[src/include/isp_config.svh]
// ISP raw-to-RGB configuration
// line buffer sizing and raw sample width for the Bayer stage

`ifndef ISP_CONFIG_SVH
`define ISP_CONFIG_SVH

// ------------------------------
// line buffer
// ------------------------------
`define ISP_LINE_DEPTH 512   // words per line, two pixels each, so 1024 px
`define ISP_ADDR_W     9     // log2 of the depth

// ------------------------------
// pixel format
// ------------------------------
`define ISP_RAW_W      8     // one raw Bayer sample from the sensor

`endif

[src/design/isp_pkg.sv]
// ISP package
// widths and state types shared by the raw-to-RGB stage

package isp_pkg;

`include "isp_config.svh"

   // ------------------------------
   // data widths
   // ------------------------------
   typedef logic [`ISP_RAW_W-1:0]   raw_t;        // single Bayer sample
   typedef logic [2*`ISP_RAW_W-1:0] word_t;       // CSI word, even column in low byte
   typedef logic [`ISP_ADDR_W-1:0]  word_addr_t;  // word index inside one line
   typedef logic [3*`ISP_RAW_W-1:0] pix_t;        // {r, g, b}, red on top

   // ------------------------------
   // line framing
   // ------------------------------
   typedef enum logic [1:0] {
      wait_frame,     // idle until in_frame rises
      wait_line,      // in frame, between lines
      in_line,        // taking words of the current line
      wait_line_end   // line longer than the buffer, drop the rest
   } phase_state_t;

endpackage: isp_pkg

[src/design/raw2rgb_combine.sv]
// Raw to RGB combine
// turns one RGGB quad into a 24-bit pixel, greens averaged,
// registered together with its valid and start-of-frame strobes

`timescale 1ns/100ps

`include "isp_config.svh"

module raw2rgb_combine (
   input  logic           clk,
   input  logic           rst,
   input  isp_pkg::word_t prev_pair,   // even line, {G, R}
   input  isp_pkg::word_t cur_pair,    // odd line, {B, G}
   input  logic           quad_valid,
   input  logic           quad_sof,
   output isp_pkg::pix_t  rgb_pix,
   output logic           rgb_valid,
   output logic           rgb_sof
);
   import isp_pkg::*;

   raw_t                red, green_0, green_1, blue;
   logic [`ISP_RAW_W:0] green_sum;   // one extra bit for the carry
   raw_t                green;

// ------------------------------
// quad split and green average
// ------------------------------
   assign red       = prev_pair[`ISP_RAW_W-1:0];              // even line, even col
   assign green_0   = prev_pair[2*`ISP_RAW_W-1:`ISP_RAW_W];   // even line, odd col
   assign green_1   = cur_pair[`ISP_RAW_W-1:0];               // odd line, even col
   assign blue      = cur_pair[2*`ISP_RAW_W-1:`ISP_RAW_W];    // odd line, odd col

   assign green_sum = {1'b0, green_0} + {1'b0, green_1};
   assign green     = green_sum[`ISP_RAW_W:1];   // halve, fraction dropped

// ------------------------------
// output register
// ------------------------------
   always_ff @(posedge clk) begin
      if (quad_valid) begin
         rgb_pix <= {red, green, blue};   // held until the next quad
      end
   end

   always_ff @(posedge clk) begin
      if (rst) begin
         rgb_valid <= 1'b0;
         rgb_sof   <= 1'b0;
      end
      else begin
         rgb_valid <= quad_valid;
         rgb_sof   <= quad_valid & quad_sof;   // only with a real pixel
      end
   end

endmodule: raw2rgb_combine

[config.mk]
export PLATFORM = sky130hd
export DESIGN_NAME = raw2rgb_combine
export DESIGN_NICKNAME = d
export VERILOG_FILES = /design/src/design/isp_pkg.sv /design/src/design/raw2rgb_combine.sv
export VERILOG_INCLUDE_DIRS = /design/src /design/src/include
export SDC_FILE = /design/constraint.sdc
export NUM_CORES = 1
export LEC_CHECK = 0
export ABC_AREA = 1
export BUFFER_PORTS_ARGS = -buffer_cell sky130_fd_sc_hd__buf_2
export CAP_MARGIN = 15
export CORE_MARGIN = 3
export CORE_UTILIZATION = 47
export DETAILED_ROUTE_END_ITERATION = 16
export PLACE_DENSITY = 0.94
export RECOVER_POWER = 25
export SYNTH_ARGS = -nofsm -noshare
export SYNTH_HDL_FRONTEND = slang
export SYNTH_SLANG_ARGS = --single-unit
[constraint.sdc]
create_clock -name clk -period 3 [get_ports clk]
set_input_delay 0.15 -clock clk [delete_from_list [all_inputs] [get_ports clk]]
set_output_delay 0.15 -clock clk [all_outputs]
set_load 0.02 [all_outputs]
Word level (Yosys, flattened, before mapping)
Cells that the tools add are included.
Cells by class
  $add $sub $neg: 1
  multiply operators: 0
  divide/modulo/power cells: 0
  $lt $le $gt $ge: 0
  eq/ne operators: 0
  shifts and indexed selects: 0
  muxes and demuxes: 0
  bitwise operators: 1
  reduce and logical (&&, ||, !) cells: 0
Operator list (number)
  $add 8x8->9: 1
  $and 1x1->1: 1
Storage, ports and cells
  register bits: 26
  latch bits: 0
  RAM bits: 0
  memory bits (read-only): 0
  input port bits: 36
  output and inout port bits: 26
  word-level logic and storage cells: 5
  memories kept: 0

Depth between registers and ports, before layout
  depth in word-level cells: 1
  gate-level depth with buffers: 9

Least setup slack after synthesis
OpenSTA, ideal clock, no wires.
  kind: input to register
  from: input port prev_pair[8]
  to: register rgb_pix[15] (data pin)
  setup time: 254 ps
  arrival time: 1072 ps
  required time: 2746 ps
  slack: 1673 ps
  cell stages on the path: 9
  cells stage by stage: nand2_1 > clkinv_4 > fa_1 > nand3_1 > nand2_1 > nand2_1 > nand2_1 > nand2_1 > nand2_1
Between the ends
  longest elaborated chain between the ends: 1
Ends and longest elaborated chain
  from (decl): line raw2rgb_combine.sv:12  | input isp_pkg::word_t prev_pair,
  $add 8x8->9: line raw2rgb_combine.sv:34  | assign green_sum = {1'b0, green_0} + {1'b0, green_1};
  via green_sum[8]: line raw2rgb_combine.sv:23  | logic [`ISP_RAW_W:0] green_sum;
  to (signal assigned): line raw2rgb_combine.sv:42  | rgb_pix <= {red, green, blue};
  to (decl): line raw2rgb_combine.sv:16  | output isp_pkg::pix_t rgb_pix,
The timed path passes the listed nets, and every way through them passes these cells.
A chain may end at the register's enable or synchronous reset.

Worst setup path after layout
  from: input port prev_pair[8]
  to: register rgb_pix[13] (data pin)
Same word-level chain as after synthesis.

==> flow_summary.toml <==
[floorplan]
fp-row-count = 17
io_pins = 62
coreArea_sq_mm = 0.00225
die_area_sq_mm = 0.00305
die_x_um = 55.2
fp.dieH_um = 55.2
start_util_pct = 50.5

[layout]
utilization_pct = 68.3
instances_no_fill = 186
antenna_cells = 0
most-common-layout-cells = "buf_2 (60), nand2_1 (24), edfxtp_1 (24)"
drive_gt1_share_pct = 44.3
syn_to_final_growth_pct = 35.3
fin_nets = 204
layout_commonest_cell = "buf_2"
fill_cells = 175

[synthesis]
synth.area.mux_share_pct = 0
ys_seq_elements = 26
synth_compound_area_share_pct = 3.19
synth-seq-area-share_pct = 66.8
yosysWarnings = 0
synth_top_family_by_area = "simple AND/OR/NAND/NOR gates"
synth-xor-area-share_pct = 2.31
syn_area_per_cell_sq_um = 12.7
synth_area_sq_mm = 0.00114
synth_nets = 134
yosys.area_share.simple_pct = 13.5
netlist_instances = 90
post_synth_num_cell_types = 15
synthAdderAreaFrac_pct = 9.45

[global_routing]
grt_pass1_vias = 852
grt.total_usage_pct = 14.8
grt_pass1_wl_um = 3520
grt_antenna_before_repair = 0
overflow = 0
grt_max_degree = 27

[hold_path]
hold_path_depth = 1
hp-class = "input port to flip-flop"

[power_and_ir_drop]
p_seq_share_pct = 59.0
p_total_w = 0.000755
cellPowerDensity_mw_per_mm2 = 490
p_leak_nw = 0.763
p_switching_w = 0.000203
switching_share_pct = 26.9
peakVddDrop_v = 0.000274
combPwrFrac_pct = 23.9
clockPowerShare_pct = 17.1
intPower_w = 0.000552

[clock_tree]
cts_buffers = 3
clk_path_buf_depth = 2
clk_pin_slew_ps = 110
cts_tree = "yes"
clockRootBuffer = "clkbuf_4"
htree_levels = 1
cts_sinks = 26

[worst_setup_path]
arrival_ps = 1320
setup.worst_path.class = "input port to flip-flop"
crit_path_end_kind = "flip-flop"
cp_max_fo = 2
critPathRequiredTime_ps = 3070
start_kind = "input port"

[timing]
slew_violations = 0
rsz0062_at_grt = "false"
worstMarginPinSlew_ps = 1260
final.setup.tns_ps = 0
fin_crit_ps = 1250
fin_ws_ps = 1750
max-slew-margin-rel_pct = 15.8
setup_viol = 0
period_share_pct = 41.6
hold_viol = 0
fmax_mhz = 801

[placement]
pre_cts_slack_ps = 1450
place_hpwl_um = 1820
gp_congestion = 0.776
port_buffers = 61
place_inst = 179

[routing]
via_per_inst = 4.56
finalWirelength_um = 2320
drc = 0
drtAntennaViolNets = 0
drt_pass1_iterations = 6
vias = 849
initialDrtViolationCount = 17
wl_per_cell_um = 12.5

[job]
max-cap-violations = 0

[status]
status = "finished, final reports clean"
-- power by group through the flow --
| stage | logic (W) | clock network, W | registers [W] |
|---|---|---|---|
| finish | 0.000181 | 0.000129 | 0.000445 |
| global route | 0.000198 | 0.000153 | 0.000449 |
| CTS | 0.000177 | 0.000137 | 0.000445 |
| detailed placement | 0.000177 | 0 | 0.000454 |
| global placement | 0.000171 | 0 | 0.000453 |
| floorplan | 0.0000586 | 0 | 0.000500 |
-- state kept, by name, indices dropped and copies added (netlist names) --
signal     flops
rgb_pix       24
rgb_sof        1
rgb_valid      1
-- area by class of cell --
class,count,area (sq um),area share [%]
repair buffers,65,344,22.3
multi-input cells,51,324,21.0
flip-flops and latches,26,761,49.4
inverters,13,53.8,3.49
clock buffers,3,22.5,1.46
well taps,28,35.0,2.27
-- kinds of logic after synthesis --
group | count (synthesis)
AND/OR/NAND/NOR | 35
flip-flops | 26
buffers and inverters | 13
adder cells (fa/ha/maj) | 8
AO/OA/AOI/OAI | 5
XOR/XNOR | 3
-- critical path: stages --
cell and delay [ps]:
buf_2 100, nand2_1 110, clkinv_4 70, fa_1 400
nand3_1 100, nand2_1 80, nand2_1 110, nand2_1 80
nand2_1 70, nand2_1 50
-- per-stage QoR --
stage	hold slack (ps)	cell area, sq um
finish	22.8	1540
global route	-1.44	1540
CTS	4.27	1500
detailed placement	330	1480
global placement	328	1480
floorplan	221	1140
-- path summary, 6_finish.rpt --
check	to	startpoint	slack (ps)
setup / recovery	rgb_pix[13]	prev_pair[8]	1750
hold / removal	rgb_pix[2]	cur_pair[10]	20
-- repair_timing --
item | in CTS | in global routing
buffers inserted | 0 | 0
hold endpoints to repair | 0 | 5
gates resized for setup | 0 | 0
hold buffers | 0 | 4
-- Yosys cell counts --
library cell,count,area share [%]
a21oi_1,4,1.8
a21oi_4,1,1.4
clkinv_1,2,0.66
clkinv_4,1,0.77
dfxtp_1,2,3.5
edfxtp_1,24,63
fa_1,1,1.8
ha_1,7,7.7
inv_1,10,3.3
nand2_1,24,7.9
nand2_2,4,2.2
nand3_1,4,1.8
nor2_1,2,0.66
nor2_4,1,0.99
xor2_1,3,2.3
-- per-layer routing --
layer  GRT usage, %  part of all wire, %
met5              0                    0
met4           7.64                 0.69
met3           4.21                   10
met2           25.0                   50
met1           16.9                   39
(Power assumes the default switching activity.)
