## config.mk

```make
export PLATFORM = sky130hd
export DESIGN_NAME = line_phase_tracker
export DESIGN_NICKNAME = d
export VERILOG_FILES = /design/src/design/isp_pkg.sv /design/src/design/line_phase_tracker.sv
export VERILOG_INCLUDE_DIRS = /design/src /design/src/include
export SDC_FILE = /design/constraint.sdc
export NUM_CORES = 1
export LEC_CHECK = 0
export BUFFER_PORTS_ARGS = -buffer_cell sky130_fd_sc_hd__buf_2
export CORE_ASPECT_RATIO = 0.6
export CORE_MARGIN = 4
export CORE_UTILIZATION = 50
export CTS_BUF_LIST = sky130_fd_sc_hd__clkbuf_16
export DETAILED_ROUTE_END_ITERATION = 8
export PLACE_DENSITY_LB_ADDON = 0.25
export SYNTH_ARGS = -nofsm -noshare
export SYNTH_HDL_FRONTEND = slang
export SYNTH_SLANG_ARGS = --single-unit
```

## constraint.sdc

```tcl
create_clock -name clk -period 2.91 [get_ports clk]
set_input_delay 0.4365 -clock clk [delete_from_list [all_inputs] [get_ports clk]]
set_output_delay 0.4365 -clock clk [all_outputs]
set_load 0.01 [all_outputs]
```

## src/include/isp_config.svh

```systemverilog
// ISP raw-to-RGB configuration
// line buffer sizing and raw sample width for the Bayer stage

`ifndef ISP_CONFIG_SVH
`define ISP_CONFIG_SVH

// ------------------------------
// line buffer
// ------------------------------
`define ISP_LINE_DEPTH 512   // words per line, two pixels each, so 1024 px
`define ISP_ADDR_W     9     // log2 of the depth

// ------------------------------
// pixel format
// ------------------------------
`define ISP_RAW_W      8     // one raw Bayer sample from the sensor

`endif

```

## src/design/isp_pkg.sv

```systemverilog
// ISP package
// widths and state types shared by the raw-to-RGB stage

package isp_pkg;

`include "isp_config.svh"

   // ------------------------------
   // data widths
   // ------------------------------
   typedef logic [`ISP_RAW_W-1:0]   raw_t;        // single Bayer sample
   typedef logic [2*`ISP_RAW_W-1:0] word_t;       // CSI word, even column in low byte
   typedef logic [`ISP_ADDR_W-1:0]  word_addr_t;  // word index inside one line
   typedef logic [3*`ISP_RAW_W-1:0] pix_t;        // {r, g, b}, red on top

   // ------------------------------
   // line framing
   // ------------------------------
   typedef enum logic [1:0] {
      wait_frame,     // idle until in_frame rises
      wait_line,      // in frame, between lines
      in_line,        // taking words of the current line
      wait_line_end   // line longer than the buffer, drop the rest
   } phase_state_t;

endpackage: isp_pkg

```

## src/design/line_phase_tracker.sv

```systemverilog
// Line phase tracker
// finds frame and line edges, counts words, keeps Bayer line parity,
// steers the line buffer and delays the current word pair by one cycle

`timescale 1ns/100ps

`include "isp_config.svh"

module line_phase_tracker (
   input  logic               clk,
   input  logic               rst,
   input  isp_pkg::word_t     word_data,
   input  logic               word_valid,
   input  logic               in_line,
   input  logic               in_frame,
   output logic               buf_wr,
   output logic               buf_rd,
   output isp_pkg::word_addr_t buf_addr,
   output isp_pkg::word_t     buf_wdata,
   output isp_pkg::word_t     cur_pair,
   output logic               quad_valid,
   output logic               quad_sof
);
   import isp_pkg::*;

   // the in_line port hides the state literal of the same name,
   // so that one is always written with its package scope
   phase_state_t state;
   logic         in_line_q, in_frame_q;   // previous levels for edge finding
   word_addr_t   word_cnt;                // next word index in the line
   word_addr_t   cur_idx;
   logic         odd_line;                // 0: R/G line, 1: G/B line
   logic         first_quad;              // no quad emitted yet this frame

   logic frame_rise, line_rise, line_fall;
   logic take_words, accept, last_word;

// ------------------------------
// edge and acceptance decode
// ------------------------------
   assign frame_rise = in_frame & ~in_frame_q;
   assign line_rise  = in_line & ~in_line_q;
   assign line_fall  = ~in_line & in_line_q;

   // first word may come on the very cycle in_line rises
   assign take_words = (state == isp_pkg::in_line) | ((state == wait_line) & line_rise);
   assign accept     = word_valid & in_line & in_frame & take_words;

   assign cur_idx   = line_rise ? '0 : word_cnt;        // rise restarts the index
   assign last_word = (cur_idx == word_addr_t'(`ISP_LINE_DEPTH - 1));

   // buffer strobes, same cycle as the accepted word
   assign buf_wr    = accept & ~odd_line;   // even line goes into memory
   assign buf_rd    = accept & odd_line;    // odd line fetches its partner
   assign buf_addr  = cur_idx;
   assign buf_wdata = word_data;

// ------------------------------
// framing FSM and counters
// ------------------------------
   always_ff @(posedge clk) begin
      if (rst) begin
         state      <= wait_frame;
         in_line_q  <= 1'b0;
         in_frame_q <= 1'b0;
         word_cnt   <= '0;
         odd_line   <= 1'b0;
         first_quad <= 1'b0;
      end
      else begin
         in_line_q  <= in_line;
         in_frame_q <= in_frame;

         if (accept) word_cnt <= cur_idx + 1'b1;
         else if (line_rise) word_cnt <= '0;

         // parity flips only for lines that were actually taken
         if (frame_rise) odd_line <= 1'b0;
         else if (line_fall && (state == isp_pkg::in_line || state == wait_line_end))
            odd_line <= ~odd_line;

         if (frame_rise) first_quad <= 1'b1;
         else if (accept && odd_line) first_quad <= 1'b0;   // cleared by first quad

         case (state)
            wait_frame:    if (frame_rise) state <= wait_line;
            wait_line:     if (!in_frame) state <= wait_frame;
                           else if (line_rise) state <= (accept && last_word) ?
                                                        wait_line_end : isp_pkg::in_line;
            isp_pkg::in_line: begin
               if (!in_frame) state <= wait_frame;
               else if (line_fall) state <= wait_line;
               else if (accept && last_word) state <= wait_line_end;  // buffer full
            end
            wait_line_end: if (!in_frame) state <= wait_frame;
                           else if (line_fall) state <= wait_line;
            default:       state <= wait_frame;
         endcase
      end
   end

// ------------------------------
// current pair to the combine stage
// ------------------------------
   always_ff @(posedge clk) begin
      if (accept) cur_pair <= word_data;   // payload, lines up with prev_pair
   end

   always_ff @(posedge clk) begin
      if (rst) begin
         quad_valid <= 1'b0;
         quad_sof   <= 1'b0;
      end
      else begin
         quad_valid <= accept & odd_line;
         quad_sof   <= accept & odd_line & first_quad;
      end
   end

endmodule: line_phase_tracker

```

# Yosys cells after proc, flatten, opt, wreduce, memory -nomap -nowiden
# Index checks and enable logic that the tools add are counted.
# Widths: inputs -> output; s select.
classes:
  reduce_logical: 8
  n_eq_ne: 8
  add_sub_neg: 1
  bitwise_logic: 15
  muxes: 14
op_table:
  columns: ["op", "n"]
  rows:
  - ["$mux 9", 2]
  - ["$mux 2", 8]
  - ["$and 1x1->1", 10]
  - ["$add 9x1->9 const B", 1]
  - ["$eq 9x9->1 const B", 1]
  - ["$pmux 2 s4", 1]
  - ["$ne 3x3->1 const B", 2]
  - ["$eq 2x2->1 const B", 2]
  - ["$ne 4x3->1 const B", 1]
  - ["$not 1->1", 4]
  - ["$reduce_and 4->1", 1]
  - ["$logic_and 1x1->1", 3]
  - ["$mux 1", 3]
  - ["$eq 2x1->1 const B", 1]
  - ["$logic_not 2->1", 1]
  - ["$ne 2x2->1 const B", 1]
  - ["$reduce_bool 2->1", 1]
  - ["$reduce_or 2->1", 1]
  - ["$logic_or 1x1->1", 1]
  - ["$or 1x1->1", 1]
word_totals:
  regBits: 33
  wordCells: 55

# Logic depth before layout (Yosys ltp)
depth:
  depth_word: 10
  depth_mapped: 9
  ltp_nobuf: 8

# Worst setup path after synthesis
# OpenSTA, ideal clock, no wires.
synth_timing:
  kind: "register -> register"
  startpoint: "register in_line_q"
  endpoint: "register word_cnt[6]"
  synth_period_minus_slack_ns: 2.017
  t_arrival_ns: 1.946
  n_path_buf: 1
  setup_slack_ns: 0.893
  path_stages_with_launch: 8
  cell_sequence: "dfxtp_1 nand2b_4 buf_2 and2_1 ha_1 nand4_1 or4_1 a21oi_1"
synth_between:
  word_cells_on_any_way: 8
  classes_between: "add/sub: 1; mux: 2; bitwise: 5"
synth_lines:
  columns: ["element", "line_no", "rtl"]
  rows:
  - ["from (decl)", "line_phase_tracker.sv:29", "logic in_line_q, in_frame_q;"]
  - ["from (signal assigned)", "line_phase_tracker.sv:71", "in_line_q <= in_line;"]
  - ["$not 1->1", "line_phase_tracker.sv:42", "assign line_rise = in_line & ~in_line_q;"]
  - ["$and 1x1->1", "line_phase_tracker.sv:42", null]
  - ["$mux 9", null, null]
  - ["net buf_addr[0]", "line_phase_tracker.sv:18", "output isp_pkg::word_addr_t buf_addr,"]
  - ["$add 9x1->9", "line_phase_tracker.sv:74", "if (accept) word_cnt <= cur_idx + 1'b1;"]
  - ["$mux 9", "line_phase_tracker.sv:74", null]
  - ["to (signal assigned)", "line_phase_tracker.sv:74", null]
  - ["to (decl)", "line_phase_tracker.sv:30", "word_addr_t word_cnt;"]
# The timed path passes the listed nets, and every way through them passes these cells.
# A chain may end at the register's enable or synchronous reset.

# Worst setup path in the final report
layout_timing:
  startpoint: "register in_line_q"
  endpoint: "register word_cnt[8]"
layout_between:
  elab_chain_cells: 6
  word_cells_on_any_way: 8
  classes_between: "add/sub: 1; mux: 2; bitwise: 5"
layout_rtl:
  columns: ["element", "line_no"]
  rows:
  - ["$not 1->1 *", "line_phase_tracker.sv:42"]
  - ["$and 1x1->1 *", "line_phase_tracker.sv:42"]
  - ["branches (longest 3 deep; another with $add 9x1->9)", null]
  - ["$mux 9 *", "line_phase_tracker.sv:74"]
# Every way passes the cells marked *.

==> run metrics <==
initial core utilization=52.6%; Synth area leaders=edfxtp_1, dfxtp_1, buf_4, and2_1, a21oi_1; Die Wd=just under 80 um; Yosys top cell area share=31.8%; Bufs and invs on worst path=0; Critical-path top delay cell=dfxtp_1; Comb pwr share=13.1%; first-pass GRT wire length=4560 um; critical path startpoint=in_line_q$_SDFF_PP0_; Final setup viols=0; HP Start=word_data[5]; post-CTS sizing=0; Psw=0.000288 W; worst-path cell chain=nand2b_4, and2_1, ha_1, nand4_1, nor3_1, ha_1, nand2_1, a21oi_1; Slew Viols, Final=0; fin nets=between 200 and 250; Pint=0.000894 W; r2r setup slk=0.86 ns; RD Place Congestion=0.788; Netlist cell types=42; clock share of power=40.6%; Clock Skew=between 0.006 and 0.007 ns; Critical R2R Capture=word_cnt[8]$_SDFF_PP0_; #FFs+latches synth=33; Levels on crit path=8; type of the worst setup path=flop to flop; clk buf depth=2; H-Tree Level Count=2; postcts setup bufs=0; global route overflow=0; most common cell after layout, fill and taps aside=buf_2; IO buf count=65; ANT cells=0; Crit path largest cell delay=0.41 ns; most frequent cells in the layout=buf_2, dfxtp_1, edfxtp_1; Max VDD drop=0.346 mV; Startpoint Class=flop; maxcap violations=0; CTS tree=built; Yosys Warn Count=0; switching share of power=24.4%; Crit Reg-Reg Startpoint=in_line_q$_SDFF_PP0_; post-synthesis cell area=0.00151 sq mm; drt drc=0; clk_lat worst skew=0.27 ns; DPL Wire Length=2300 um; length of the first detailed-routing pass in iterations=4; Die H=50.6 um; Cell Pwr Density=around 630 mW/mm^2; Placed Area=0.00174 sq mm; Worst Path Arrival=2.19 ns; Routed WL per cell=13.1 um; Worst-Margin Slew=0.431 ns; CP Max Fanout=15; status=complete, no violations; antenna violations before repair=0; Mean Syn Cell Area=10.9 sq um; unrepaired setup endpoints after global routing=false; number of global-route vias before repair=about 1000; final instance area=0.00187 sq mm; cell mode on critical path=ha_1; HP Class=input port to flop; Worst Setup End Kind=flop; maximum clock frequency=slightly below 500 MHz; DR vias=1144; relative slew slack=71.2%; CTS Hold Bufs=0; overall routing resource usage=14.9%; Die ar.=between 0.003 and 0.004 sq mm; post-route ant nets=0; DR iter-0 viols=35; Worst path top cell family by delay=simple AND/OR/NAND/NOR gates; Critical path destination=word_cnt[8]$_SDFF_PP0_; pre-CTS WS=about 0.8 ns; fraction of layout cells with a size suffix above 1=40.8%; drt via density=4.91; row count=15; synth-to-layout area growth=24.1%; Reg2Reg Depth=8; io pins=66; Tmin final=2.05 ns; core area=0.00287 sq mm; CTS Sinks=33; CP Data Required Time=3.05 ns; setup_tns=0 ns; largest net degree at the start of global routing=23; Post-Synthesis Cells=139; area leader, netlist=edfxtp_1; Leakage Power=around 0.86 nW; Period Utilization, post-route=approximately 71%; Reg power frac=~46%; Syn Nets=between 150 and 200; final-report hold violation count=0; clock transition at the registers of the reported paths=0.05 ns; TritonCTS Buffers=5; drt total wl=3040 um; post-synthesis sequential area ratio=54.3%; setup ws final=0.857 ns; root buffer selected by CTS=clkbuf_16
[registers in the layout (all words and copies together) (netlist names)]
signal,count
quad_sof,1
odd_line,1
state,2
quad_valid,1
first_quad,1
word_cnt,9
cur_pair,16
in_frame_q,1
in_line_q,1
[cells in the mapped netlist]
cell	number
nand2b_1	3
inv_2	1
a211oi_1	1
and3_1	2
a221oi_1	1
inv_1	5
nand3_2	1
o21ai_2	1
xnor2_1	1
nor2_1	6
and2b_1	1
nor3b_4	1
edfxtp_1	16
or4_1	2
clkbuf_1	2
nor3_1	3
nand4_1	2
or3_1	1
and2_1	10
a31oi_1	1
o31ai_1	2
nor3b_1	1
a21o_1	2
buf_4	17
a21oi_1	9
or4b_1	1
nor2b_1	1
dfxtp_1	17
nand3_1	4
o21a_1	1
mux2i_1	1
ha_1	2
o211ai_2	1
nand2b_4	1
and3b_1	1
xor2_1	2
or2_2	1
nand2_1	7
o21ai_0	4
o211ai_1	1
buf_2	1
buf_6	1
[logic make-up after synthesis]
group | count (synthesis) | share of synthesized area [%]
multiplexers | 1 | 0.663
flip-flops | 33 | 54.3
XOR/XNOR | 3 | 1.74
buffers and inverters | 27 | 11.5
AND/OR/NAND/NOR | 49 | 19.9
AO/OA/AOI/OAI | 24 | 10.2
adder cells (fa/ha/maj) | 2 | 1.66
[per-layer routing]
metal	wire length [um]	global-route usage, %	up-vias
met2	1370	23.5	48
met4	25	4.57	0
li1	-	-	572
met1	1390	18.9	522
met5	0	0	-
met3	256	6.09	2
[cell type report]
class / instances / area (sq um)
fill: 231 / 997
sequential: 33 / 821
multi-input combinational: 79 / 515
timing repair buffer: 65 / 325
clock buffer: 5 / 125
tap: 42 / 52.6
inverter: 6 / 22.5
clock inverter: 3 / 12.5
[metrics by stage]
step                      total power (W)  cells  util [%]  hold slack, ns
after floorplan                  0.000684    139         -           0.430
after global placement           0.000704    225      60.5           0.441
after detailed placement         0.000712    225      60.5           0.444
after CTS                         0.00119    233      65.3           0.348
after global routing              0.00123    233      65.3           0.349
final                             0.00118    233      65.3           0.353
[power groups by stage]
stage / clock network (W) / logic [W] / registers (W)
2_1_floorplan: 0 / 0.000147 / 0.000537
3_3_place_gp: 0 / 0.000150 / 0.000554
3_5_place_dp: 0 / 0.000156 / 0.000556
4_1_cts: 0.000489 / 0.000157 / 0.000547
5_1_grt: 0.000513 / 0.000171 / 0.000551
6_report: 0.000480 / 0.000155 / 0.000548
[worst min-delay path by stage]
| stage | to | slack, ns | depth (start not counted) |
|---|---|---|---|
| floorplan | quad_sof$_SDFF_PP0_ | 0.43 | 1 |
| global placement | quad_sof$_SDFF_PP0_ | 0.44 | 1 |
| detailed placement | first_quad$_SDFFE_PP0P_ | 0.44 | 2 |
| CTS | cur_pair[5]$_DFFE_PN_ | 0.35 | 1 |
| global route | cur_pair[10]$_DFFE_PN_ | 0.35 | 1 |
| finish | cur_pair[5]$_DFFE_PN_ | 0.35 | 1 |
Note: power is estimated with default switching activity, not from simulation.
